## config.mk

```make
export PLATFORM = sky130hd
export DESIGN_NAME = qsim_top
export DESIGN_NICKNAME = d
export VERILOG_FILES = /design/src/verilog/qsim_pkg.sv /design/src/verilog/qsim_ctrl.sv /design/src/verilog/real_mac.sv /design/src/verilog/imag_mac.sv /design/src/verilog/amp_writer.sv /design/src/verilog/qsim_top.sv
export SDC_FILE = /design/constraint.sdc
export NUM_CORES = 2
export LEC_CHECK = 0
export BUFFER_PORTS_ARGS = -buffer_cell sky130_fd_sc_hd__buf_4
export CAP_MARGIN = 15
export CELL_PAD_IN_SITES_DETAIL_PLACEMENT = 1
export CELL_PAD_IN_SITES_GLOBAL_PLACEMENT = 1
export CORE_ASPECT_RATIO = 0.7
export CORE_MARGIN = 4
export CORE_UTILIZATION = 56
export CTS_CLUSTER_SIZE = 16
export DETAILED_ROUTE_END_ITERATION = 10
export PLACE_DENSITY_LB_ADDON = 0.08
export SLEW_MARGIN = 20
export SYNTH_ARGS = -nofsm -noshare
export SYNTH_HDL_FRONTEND = slang
export SYNTH_SLANG_ARGS = --single-unit
export TNS_END_PERCENT = 30
```

## constraint.sdc

```tcl
create_clock -name clk -period 18.78 [get_ports clk]
set_clock_uncertainty 0.15 [all_clocks]
set_input_delay 1.878 -clock clk [delete_from_list [all_inputs] [get_ports clk]]
set_output_delay 1.878 -clock clk [all_outputs]
set_load 0.005 [all_outputs]
```

## src/verilog/qsim_pkg.sv

```systemverilog
package qsim_pkg;

  // --------------------------------------------------
  // amplitude format
  // --------------------------------------------------

  // one real or imaginary component, Q1.14
  localparam int AMP_W     = 16;
  localparam int FRAC_BITS = 14;

  // packed memory word, real part in the upper half
  localparam int WORD_W = 32;

  // full product plus growth over the longest row
  localparam int ACC_W = 40;

  typedef logic signed [AMP_W-1:0] amp_t;
  typedef logic [WORD_W-1:0]       word_t;
  typedef logic signed [ACC_W-1:0] acc_t;

  // --------------------------------------------------
  // sequencer states
  // --------------------------------------------------

  typedef enum logic [2:0] {
    IDLE,
    HEADER,
    LOAD,
    ROWS,
    DRAIN
  } ctrl_state_t;

endpackage

```

## src/verilog/qsim_ctrl.sv

```systemverilog
`timescale 1ns/1ps

module qsim_ctrl #(
  parameter int MAX_QUBITS = 4,
  parameter int MAX_GATES  = 4,
  localparam int MAX_N = 2 ** MAX_QUBITS,
  localparam int IN_AW = $clog2(MAX_N + 1),
  localparam int GT_AW = $clog2(MAX_GATES * MAX_N * MAX_N),
  localparam int SP_AW = MAX_QUBITS + 1
) (
  input  logic                clk,
  input  logic                reset_n,
  input  logic                dut_valid,
  output logic                dut_ready,
  output logic [IN_AW-1:0]    q_state_input_sram_read_address,
  input  qsim_pkg::word_t     q_state_input_sram_read_data,
  output logic [GT_AW-1:0]    q_gates_sram_read_address,
  output logic [SP_AW-1:0]    scratchpad_sram_read_address,
  input  qsim_pkg::word_t     scratchpad_sram_read_data,
  output qsim_pkg::word_t     state_amp,
  output logic                term_valid,
  output logic                term_first,
  output logic                term_last,
  output logic [SP_AW-1:0]    wr_addr,
  output logic                wr_to_output
);

  localparam int QW = $clog2(MAX_QUBITS + 1);
  localparam int GW = $clog2(MAX_GATES + 1);

  qsim_pkg::ctrl_state_t state;

  logic [QW-1:0]         q_reg;
  logic [GW-1:0]         m_reg;
  logic [GW-1:0]         gate_cnt;
  logic [MAX_QUBITS-1:0] col_cnt;
  logic [MAX_QUBITS-1:0] row_cnt;
  logic [MAX_QUBITS-1:0] n_m1;
  logic [1:0]            drain_cnt;
  logic [GT_AW-1:0]      gate_addr;
  logic                  row_end;
  logic                  gate_end;
  logic                  last_gate;

  // N-1 as a mask of Q ones
  assign n_m1      = ~({MAX_QUBITS{1'b1}} << q_reg);
  assign row_end   = (col_cnt == n_m1);
  assign gate_end  = row_end && (row_cnt == n_m1);
  assign last_gate = (gate_cnt == m_reg - 1'b1);

  // --------------------------------------------------
  // job sequencer
  // --------------------------------------------------

  always_ff @(posedge clk or negedge reset_n)
  begin
    if (!reset_n)
    begin
      state     <= qsim_pkg::IDLE;
      dut_ready <= 1'b1;
      q_reg     <= '0;
      m_reg     <= '0;
      gate_cnt  <= '0;
      col_cnt   <= '0;
      row_cnt   <= '0;
      drain_cnt <= '0;
      gate_addr <= '0;
    end
    else
    begin
      case (state)
        qsim_pkg::IDLE:
        begin
          if (dut_valid)
          begin
            state     <= qsim_pkg::HEADER;
            dut_ready <= 1'b0;
          end
        end
        qsim_pkg::HEADER:
        begin
          state <= qsim_pkg::LOAD;
        end
        qsim_pkg::LOAD:
        begin
          // Q in the upper half, M in the lower half
          q_reg     <= q_state_input_sram_read_data[qsim_pkg::WORD_W/2 +: QW];
          m_reg     <= q_state_input_sram_read_data[0 +: GW];
          gate_cnt  <= '0;
          col_cnt   <= '0;
          row_cnt   <= '0;
          gate_addr <= '0;
          state     <= qsim_pkg::ROWS;
        end
        qsim_pkg::ROWS:
        begin
          // gates are row-major and back to back, so one running address
          gate_addr <= gate_addr + 1'b1;
          col_cnt   <= row_end ? '0 : col_cnt + 1'b1;
          if (row_end)
            row_cnt <= gate_end ? '0 : row_cnt + 1'b1;
          if (gate_end)
          begin
            drain_cnt <= '0;
            state     <= qsim_pkg::DRAIN;
          end
        end
        qsim_pkg::DRAIN:
        begin
          drain_cnt <= drain_cnt + 1'b1;
          if (drain_cnt == 2'd2)
          begin
            if (last_gate)
            begin
              state     <= qsim_pkg::IDLE;
              dut_ready <= 1'b1;
            end
            else
            begin
              gate_cnt <= gate_cnt + 1'b1;
              state    <= qsim_pkg::ROWS;
            end
          end
        end
        default:
        begin
          state <= qsim_pkg::IDLE;
        end
      endcase
    end
  end

  // --------------------------------------------------
  // read addresses and operand select
  // --------------------------------------------------

  // header sits at address 0, amplitudes from 1
  assign q_state_input_sram_read_address =
    (state == qsim_pkg::ROWS) ? IN_AW'(col_cnt) + IN_AW'(1) : '0;
  assign q_gates_sram_read_address = gate_addr;

  // previous gate's region
  assign scratchpad_sram_read_address = {~gate_cnt[0], col_cnt};

  // gate count is stable from issue to data return
  assign state_amp = (gate_cnt == '0) ? q_state_input_sram_read_data
                                      : scratchpad_sram_read_data;

  // strobes and tags line up with the returning read data
  always_ff @(posedge clk or negedge reset_n)
  begin
    if (!reset_n)
    begin
      term_valid   <= 1'b0;
      term_first   <= 1'b0;
      term_last    <= 1'b0;
      wr_addr      <= '0;
      wr_to_output <= 1'b0;
    end
    else
    begin
      term_valid   <= (state == qsim_pkg::ROWS);
      term_first   <= (state == qsim_pkg::ROWS) && (col_cnt == '0);
      term_last    <= (state == qsim_pkg::ROWS) && row_end;
      wr_addr      <= {gate_cnt[0], row_cnt};
      wr_to_output <= last_gate;
    end
  end

endmodule

```

## src/verilog/real_mac.sv

```systemverilog
`timescale 1ns/1ps

module real_mac (
  input  logic            clk,
  input  logic            reset_n,
  input  qsim_pkg::word_t gate_amp,
  input  qsim_pkg::word_t state_amp,
  input  logic            term_valid,
  input  logic            term_first,
  output qsim_pkg::acc_t  real_sum
);

  qsim_pkg::amp_t gr;
  qsim_pkg::amp_t gi;
  qsim_pkg::amp_t sr;
  qsim_pkg::amp_t si;

  logic signed [2*qsim_pkg::AMP_W-1:0] p_rr;
  logic signed [2*qsim_pkg::AMP_W-1:0] p_ii;
  qsim_pkg::acc_t                      term;

  assign gr = gate_amp[qsim_pkg::WORD_W-1 -: qsim_pkg::AMP_W];
  assign gi = gate_amp[qsim_pkg::AMP_W-1:0];
  assign sr = state_amp[qsim_pkg::WORD_W-1 -: qsim_pkg::AMP_W];
  assign si = state_amp[qsim_pkg::AMP_W-1:0];

  // br*sr - bi*si
  assign p_rr = gr * sr;
  assign p_ii = gi * si;
  assign term = qsim_pkg::acc_t'(p_rr) - qsim_pkg::acc_t'(p_ii);

  always_ff @(posedge clk or negedge reset_n)
  begin
    if (!reset_n)
      real_sum <= '0;
    else if (term_valid)
      real_sum <= term_first ? term : real_sum + term;
  end

endmodule

```

## src/verilog/imag_mac.sv

```systemverilog
`timescale 1ns/1ps

module imag_mac (
  input  logic            clk,
  input  logic            reset_n,
  input  qsim_pkg::word_t gate_amp,
  input  qsim_pkg::word_t state_amp,
  input  logic            term_valid,
  input  logic            term_first,
  output qsim_pkg::acc_t  imag_sum
);

  qsim_pkg::amp_t gr;
  qsim_pkg::amp_t gi;
  qsim_pkg::amp_t sr;
  qsim_pkg::amp_t si;

  logic signed [2*qsim_pkg::AMP_W-1:0] p_ri;
  logic signed [2*qsim_pkg::AMP_W-1:0] p_ir;
  qsim_pkg::acc_t                      term;

  assign gr = gate_amp[qsim_pkg::WORD_W-1 -: qsim_pkg::AMP_W];
  assign gi = gate_amp[qsim_pkg::AMP_W-1:0];
  assign sr = state_amp[qsim_pkg::WORD_W-1 -: qsim_pkg::AMP_W];
  assign si = state_amp[qsim_pkg::AMP_W-1:0];

  // cross terms br*si + bi*sr
  assign p_ri = gr * si;
  assign p_ir = gi * sr;
  assign term = qsim_pkg::acc_t'(p_ri) + qsim_pkg::acc_t'(p_ir);

  always_ff @(posedge clk or negedge reset_n)
  begin
    if (!reset_n)
      imag_sum <= '0;
    else if (term_valid)
      imag_sum <= term_first ? term : imag_sum + term;
  end

endmodule

```

## src/verilog/amp_writer.sv

```systemverilog
`timescale 1ns/1ps

module amp_writer #(
  parameter int MAX_QUBITS = 4,
  localparam int SP_AW = MAX_QUBITS + 1
) (
  input  logic                  clk,
  input  logic                  reset_n,
  input  qsim_pkg::acc_t        real_sum,
  input  qsim_pkg::acc_t        imag_sum,
  input  logic                  term_last,
  input  logic [SP_AW-1:0]      wr_addr,
  input  logic                  wr_to_output,
  output logic                  scratchpad_sram_write_enable,
  output logic [SP_AW-1:0]      scratchpad_sram_write_address,
  output qsim_pkg::word_t       scratchpad_sram_write_data,
  output logic                  q_state_output_sram_write_enable,
  output logic [MAX_QUBITS-1:0] q_state_output_sram_write_address,
  output qsim_pkg::word_t       q_state_output_sram_write_data
);

  localparam qsim_pkg::acc_t SAT_HI = qsim_pkg::acc_t'((1 << (qsim_pkg::AMP_W - 1)) - 1);
  localparam qsim_pkg::acc_t SAT_LO = -SAT_HI - 1;

  logic             last_d;
  logic             to_out_d;
  logic [SP_AW-1:0] addr_d;
  logic [SP_AW-1:0] addr_q;
  qsim_pkg::word_t  word_q;

  // drop the fraction, clamp to the component range
  function automatic qsim_pkg::amp_t saturate(input qsim_pkg::acc_t v);
    qsim_pkg::acc_t s;
    s = v >>> qsim_pkg::FRAC_BITS;
    if (s > SAT_HI)
      s = SAT_HI;
    else if (s < SAT_LO)
      s = SAT_LO;
    return qsim_pkg::amp_t'(s);
  endfunction

  always_ff @(posedge clk or negedge reset_n)
  begin
    if (!reset_n)
    begin
      last_d                           <= 1'b0;
      to_out_d                         <= 1'b0;
      addr_d                           <= '0;
      scratchpad_sram_write_enable     <= 1'b0;
      q_state_output_sram_write_enable <= 1'b0;
    end
    else
    begin
      last_d                           <= term_last;
      to_out_d                         <= wr_to_output;
      addr_d                           <= wr_addr;
      scratchpad_sram_write_enable     <= last_d && !to_out_d;
      q_state_output_sram_write_enable <= last_d && to_out_d;
    end
  end

  // sums are final while last_d is high, next row loads on this edge
  always_ff @(posedge clk)
  begin
    if (last_d)
    begin
      addr_q <= addr_d;
      word_q <= {saturate(real_sum), saturate(imag_sum)};
    end
  end

  assign scratchpad_sram_write_address     = addr_q;
  assign scratchpad_sram_write_data        = word_q;
  assign q_state_output_sram_write_address = addr_q[MAX_QUBITS-1:0];
  assign q_state_output_sram_write_data    = word_q;

endmodule

```

## src/verilog/qsim_top.sv

```systemverilog
`timescale 1ns/1ps

module qsim_top #(
  parameter int MAX_QUBITS = 4,
  parameter int MAX_GATES  = 4,
  localparam int MAX_N = 2 ** MAX_QUBITS,
  localparam int IN_AW = $clog2(MAX_N + 1),
  localparam int GT_AW = $clog2(MAX_GATES * MAX_N * MAX_N),
  localparam int SP_AW = MAX_QUBITS + 1
) (
  input  logic                  clk,
  input  logic                  reset_n,
  input  logic                  dut_valid,
  output logic                  dut_ready,

  // input state memory
  output logic [IN_AW-1:0]      q_state_input_sram_read_address,
  input  qsim_pkg::word_t       q_state_input_sram_read_data,

  // gate memory
  output logic [GT_AW-1:0]      q_gates_sram_read_address,
  input  qsim_pkg::word_t       q_gates_sram_read_data,

  // scratchpad, two regions of MAX_N
  output logic [SP_AW-1:0]      scratchpad_sram_read_address,
  input  qsim_pkg::word_t       scratchpad_sram_read_data,
  output logic                  scratchpad_sram_write_enable,
  output logic [SP_AW-1:0]      scratchpad_sram_write_address,
  output qsim_pkg::word_t       scratchpad_sram_write_data,

  // output state memory
  output logic                  q_state_output_sram_write_enable,
  output logic [MAX_QUBITS-1:0] q_state_output_sram_write_address,
  output qsim_pkg::word_t       q_state_output_sram_write_data
);

  qsim_pkg::word_t  state_amp;
  logic             term_valid;
  logic             term_first;
  logic             term_last;
  logic [SP_AW-1:0] wr_addr;
  logic             wr_to_output;
  qsim_pkg::acc_t   real_sum;
  qsim_pkg::acc_t   imag_sum;

  qsim_ctrl #(
    .MAX_QUBITS (MAX_QUBITS),
    .MAX_GATES  (MAX_GATES)
  ) ctrl_i (
    .clk                             (clk),
    .reset_n                         (reset_n),
    .dut_valid                       (dut_valid),
    .dut_ready                       (dut_ready),
    .q_state_input_sram_read_address (q_state_input_sram_read_address),
    .q_state_input_sram_read_data    (q_state_input_sram_read_data),
    .q_gates_sram_read_address       (q_gates_sram_read_address),
    .scratchpad_sram_read_address    (scratchpad_sram_read_address),
    .scratchpad_sram_read_data       (scratchpad_sram_read_data),
    .state_amp                       (state_amp),
    .term_valid                      (term_valid),
    .term_first                      (term_first),
    .term_last                       (term_last),
    .wr_addr                         (wr_addr),
    .wr_to_output                    (wr_to_output)
  );

  // real and imaginary sums side by side
  real_mac real_mac_i (
    .clk        (clk),
    .reset_n    (reset_n),
    .gate_amp   (q_gates_sram_read_data),
    .state_amp  (state_amp),
    .term_valid (term_valid),
    .term_first (term_first),
    .real_sum   (real_sum)
  );

  imag_mac imag_mac_i (
    .clk        (clk),
    .reset_n    (reset_n),
    .gate_amp   (q_gates_sram_read_data),
    .state_amp  (state_amp),
    .term_valid (term_valid),
    .term_first (term_first),
    .imag_sum   (imag_sum)
  );

  amp_writer #(
    .MAX_QUBITS (MAX_QUBITS)
  ) writer_i (
    .clk                               (clk),
    .reset_n                           (reset_n),
    .real_sum                          (real_sum),
    .imag_sum                          (imag_sum),
    .term_last                         (term_last),
    .wr_addr                           (wr_addr),
    .wr_to_output                      (wr_to_output),
    .scratchpad_sram_write_enable      (scratchpad_sram_write_enable),
    .scratchpad_sram_write_address     (scratchpad_sram_write_address),
    .scratchpad_sram_write_data        (scratchpad_sram_write_data),
    .q_state_output_sram_write_enable  (q_state_output_sram_write_enable),
    .q_state_output_sram_write_address (q_state_output_sram_write_address),
    .q_state_output_sram_write_data    (q_state_output_sram_write_data)
  );

endmodule

```

; Word-level counts from Yosys, hierarchy flattened
; Cells that the tools add are included.
[op_classes]
addsub = 11
mul = 4
div_mod_pow = 0
order_cmp = 4
n_eq_ne = 14
n_shift = 1
muxes = 26
bitwise_logic = 2
reduce_logical = 18
[ops]
columns = op, n
row1 = $mul 16x16->32, 4
row2 = $add 40x33->40, 2
row3 = $mux 40, 2
row4 = $gt 26x16->1 const B, 2
row5 = $lt 26x16->1 const B, 2
row6 = $add 32x32->33, 1
row7 = $sub 32x32->33, 1
row8 = $mux 16, 2
row9 = $mux 32, 1
row10 = $pmux 10 s2, 1
row11 = $pmux 4 s2, 2
row12 = $mux 3, 5
row13 = $pmux 3 s5, 1
row14 = $mux 4, 3
row15 = $add 10x1->10 const B, 1
row16 = $add 4x1->4 const B, 2
row17 = $eq 4x4->1, 2
row18 = $ne 2x1->1 const B, 4
row19 = $reduce_bool 2->1, 4
row20 = $eq 3x2->1 const B, 2
row21 = $logic_not 3->1, 2
row22 = $pmux 3 s2, 1
row23 = $reduce_and 3->1, 2
row24 = $add 4x1->5 const B, 1
row25 = other kinds (21), 30
[word_totals]
register_bits = 168
latch_bits = 0
ramBits = 0
mem_bits_ro = 0
in_bits = 99
out_inout_bits = 96
word_cells = 104
n_memories = 0

; Logic depth before layout (Yosys ltp)
[logic_depth]
word_depth = 7
depth_mapped = 46

; By module
; From an unflattened synthesis, not the netlist that was laid out.
[hier_totals]
cells_unflattened = 5706
area_unflattened_um2 = 53286.1
[modules_own_cells]
columns = module, n_inst, cells_per_inst, area_each_um2
row1 = real_mac, 1, 2656, 24375.9
row2 = imag_mac, 1, 2573, 23685.2
row3 = amp_writer, 1, 210, 2657.5
row4 = qsim_ctrl, 1, 267, 2567.5

; Worst setup path before layout
; OpenSTA, ideal clock, no wires.
[synth_timing]
path_type = in2reg
start = in scratchpad_sram_read_data[0]
end = reg real_mac_i.real_sum[36]
setup_ps = 69
arrival_ps = 11115
path_slack_ps = 7446
path_stages = 38
path_buffers = 2
path_cell_list = mux2_2 clkbuf_1 nand2_1 inv_1 fa_1 inv_1 fa_1 inv_1 fa_1 inv_1 fa_1 fa_1 fa_1 fa_1 inv_1 fa_1 inv_1 ha_1 [2 not listed] o211ai_1 a21oi_1 o21bai_1 a21oi_1 xnor2_1 ha_1 clkbuf_1 nand2_1 o21ai_0 a211oi_1 o21bai_1 a221oi_1 a21oi_1 o41ai_2 o21ai_2 a41oi_1 mux2_2 nand3_1
[synth_between]
elab_chain_cells = 5
[synth_lines]
columns = element, line
row1 = start: declaration, qsim_top.sv:26  ; input qsim_pkg::word_t scratchpad_sram_read_data,
row2 = $mux 32 *, qsim_ctrl.sv:146  ; assign state_amp = (gate_cnt == '0) ? q_state_input_sram_read_data
row3 = $mul 16x16->32 *, real_mac.sv:29  ; assign p_ii = gi * si;
row4 = $sub 32x32->33 *, real_mac.sv:30  ; assign term = qsim_pkg::acc_t'(p_rr) - qsim_pkg::acc_t'(p_ii);
row5 = $add 40x33->40, real_mac.sv:37  ; real_sum <= term_first ? term : real_sum + term;
row6 = $mux 40 *, real_mac.sv:37
row7 = end signal: assignment, real_mac.sv:37
row8 = end: declaration, real_mac.sv:10  ; output qsim_pkg::acc_t real_sum
; Every way passes the cells marked *; elsewhere a longest branch is shown, timed or not.
; A chain may end at the register's enable or synchronous reset.

; Worst setup path after layout
[layout_timing]
start = reg ctrl_i.gate_cnt[0]
end = reg real_mac_i.real_sum[39]
[layout_between]
elab_chain_cells = 6
elab_cells_between_ends = 7
[layout_lines]
columns = element, line
row1 = start: declaration, qsim_ctrl.sv:35  ; logic [GW-1:0] gate_cnt;
row2 = start signal: assignment, qsim_ctrl.sv:120  ; gate_cnt <= gate_cnt + 1'b1;
row3 = $logic_not 3->1 *, qsim_ctrl.sv:146
row4 = $mux 32 *, qsim_ctrl.sv:146
row5 = "$mul 16x16->32, on equally long branches", "real_mac.sv:28, real_mac.sv:29"
row6 = $sub 32x32->33 *, real_mac.sv:30
row7 = $add 40x33->40, real_mac.sv:37
row8 = $mux 40 *, real_mac.sv:37
; Marked as above.

==> results.py <==
metrics = {
    "clocking": {
        "cts_tree": "done",
        "cts_inserted_buffers": 25,
        "cts_max_path_buffers": 3,
        "cts_resized": 0,
        "clockRootBuffer": "clkbuf_16",
        "htree_levels": 4,
        "postCtsSetupRepairBufs": 0,
        "cts_num_sinks": 168,
        "path_clk_slew_ns": 0.08,
        "clock_latency_ns": 0.50,
        "hold_buffers": 0,
    },
    "placed_design": {
        "port-buffer-count": 194,
        "dpl.hpwl_um": 124000,
        "place_congestion": 0.895,
        "dp.cells": 6784,
        "post_dp_cell_area_um2": 54200,
    },
    "floorplanning": {
        "io_pins": 195,
        "core_area_um2": 92000,
        "die_h_um": 263,
        "start_util": 0.566,
        "die_w_um": 372,
        "std_cell_rows": 93,
        "die-area_um2": 98000,
    },
    "logic_synthesis": {
        "synth_seq_cells": 168,
        "synthArstFlopShare": 0.780,
        "syn-cell-area_um2": 52100,
        "synth.distinct_cells": 73,
        "synthMuxAreaShare": 0.0135,
        "synth_top_family_by_area": "adder cells",
        "synth_area_leaders": "fa_1, ha_1, inv_1",
        "synth_top_area_frac": 0.452,
        "avgSynthCellArea_um2": 9.28,
        "syn_inst": 5608,
        "synth-main-ff-cell": "dfrtp_1",
        "synth_sequential_area_ratio": 0.0843,
        "synth_top_area_cell": "fa_1",
        "yosysWarnings": 0,
        "synth_nets": 7280,
        "synth_edf_count": 37,
        "synthSimpleGateAreaFrac": 0.138,
        "synth-xor-area-share": 0.0292,
        "synth-adder-area-share": 0.548,
        "synth_compound_area_frac": 0.0704,
    },
    "grt": {
        "grt_overflow": 0,
        "busiest_layer": "met2",
        "met3_usage": 0.0641,
        "grt_pass1_wl_um": 254000,
        "grt_max_degree": 75,
        "antenna_found_initial": 2,
        "grt_usage": 0.336,
        "grt_use_met1": 0.455,
        "use_met2": 0.547,
        "grt_pass1_vias": 44500,
    },
    "sta": {
        "setup_viol": 0,
        "finalHoldViolCount": 0,
        "max_freq_mhz": 78.6,
        "worst_pin_slew_ns": 1.12,
        "slew_headroom": 0.248,
        "whs_ns": 0.197,
        "rsz0062_at_grt": "false",
        "timing.final.crit_share": 0.677,
        "tns_ns": 0,
        "final.min_clock_period_ns": 12.72,
        "final_max_slew_viol_count": 0,
    },
    "critical_path": {
        "r2r_end": "real_mac_i.real_sum[39]",
        "crit_type": "reg -> reg",
        "cp_slowest_cell": "mux2_2",
        "r2r_cells": 38,
        "crit_top_cell": "fa_1",
        "reg2reg_from": "ctrl_i.gate_cnt[0]",
        "cp_data_arrival_time_ns": 12.97,
        "cp_slowest_stage_delay_ns": 1.03,
        "reg2reg_slack_ns": 6.06,
        "worstPathMaxFanout": 32,
        "cp.required_ns": 19.03,
        "cp-start-kind": "flip-flop",
        "endpoint_kind": "flip-flop",
    },
    "final_layout": {
        "instances_no_fill": 6819,
        "drive_gt1_frac": 0.0622,
        "final_nets": 7248,
        "syn_to_final_growth_pct": 5.42,
        "stdcell_area_um2": 54900,
    },
    "detailed_routing": {
        "vias": 38900,
        "drtPass1Iterations": 5,
        "drtIter0Drc": 2403,
        "final_antenna_net_count": 0,
        "routedWlPerCell_um": 23.5,
        "drcViolationCount": 0,
        "routed_wl_um": 160000,
        "via_per_inst": 5.71,
    },
    "outcome": {
        "outcome": "finished, final reports clean",
    },
    "hold_path": {
        "holdPathStages": 0,
        "whs_endpoint": "writer_i.addr_d[2]",
        "hold_class": "reg -> reg",
        "worstHoldStart": "ctrl_i.wr_addr[2]",
    },
    "job": {
        "maxCapViolCount": 0,
    },
}
## layout by cell type (no fill, tap or decap), types with 17 or more instances in the layout
| cell | n |
|---|---|
| nand2b_1 | 21 |
| nor2b_1 | 80 |
| ha_1 | 398 |
| a21o_1 | 91 |
| edfxtp_1 | 37 |
| and2_1 | 430 |
| a21oi_1 | 180 |
| nor2_1 | 210 |
| dfrtp_1 | 128 |
| o21a_1 | 43 |
| clkbuf_16 | 25 |
| nor3_1 | 24 |
| nand4_1 | 17 |
| o21ai_0 | 90 |
| mux2i_1 | 21 |
| inv_1 | 1309 |
| xnor2_1 | 115 |
| a31oi_1 | 27 |
| or2_2 | 26 |
| nand2_1 | 583 |
| fa_1 | 1175 |
| nand3_1 | 33 |
| buf_4 | 222 |
| mux2_2 | 40 |
| xor2_1 | 56 |
## kinds of logic after synthesis
kind of cell	Yosys count
compound gates	569
xor+xnor	173
fa+ha+maj	1573
buf+inv	1591
flops	168
mux	65
simple gates	1469
## cell type report
class,count,area [um^2]
multi-input combinational,3849,41700
fill,10500,37200
inverter,1309,4910
sequential,168,4400
timing repair buffer,223,1680
tap,1235,1550
clock buffer,30,644
clock inverter,3,42.5
antenna,2,5.00
## through the flow
step,worst slack (ns),utilization
final,6.06,0.596
after global routing,5.33,0.596
after CTS,5.98,0.596
after detailed placement,5.72,0.589
after global placement,6.10,0.589
after floorplan,7.45,-
## worst max-delay path by stage
stage | startpoint | endpoint | cells after the start
detailed placement | scratchpad_sram_read_data[20] | imag_mac_i.imag_sum[39] | 34
finish | ctrl_i.gate_cnt[0] | real_mac_i.real_sum[39] | 38
CTS | ctrl_i.gate_cnt[0] | imag_mac_i.imag_sum[39] | 36
global route | ctrl_i.gate_cnt[0] | real_mac_i.real_sum[36] | 42
floorplan | scratchpad_sram_read_data[0] | real_mac_i.real_sum[36] | 38
global placement | scratchpad_sram_read_data[20] | imag_mac_i.imag_sum[39] | 34
## critical path: cells and delay by family (launching register included)
kind,cells,cell delay (ns)
DFF,1,0.43
xor gates and xnor gates,1,0.52
buffers and inverters,7,1.08
adders and majority gates,11,4.75
muxes,2,1.18
AOI/OAI and AO/OA,9,1.79
and+or+nand+nor,8,2.62
## layer usage
| metal | wire, um | vias up | share of wire |
|---|---|---|---|
| met5 | 0 | - | 0 |
| met4 | 6520 | 0 | 0.041 |
| met3 | 12100 | 355 | 0.075 |
| met2 | 76300 | 1437 | 0.48 |
| met1 | 65500 | 20500 | 0.41 |
| li1 | - | 16700 | - |
## cell usage after synthesis (81+ instances only)
cell      instances
clkbuf_1        242
dfrtp_1         130
nand2_1         583
nor2_1          210
and2_1          430
inv_1          1309
ha_1            398
a21oi_1         180
a21o_1           91
xnor2_1         116
nor2b_1          81
fa_1           1175
o21ai_0          90
Power is left out: the tool's default activity adds up to more than one toggle a clock period on the data nets, which glitch-free logic cannot reach.
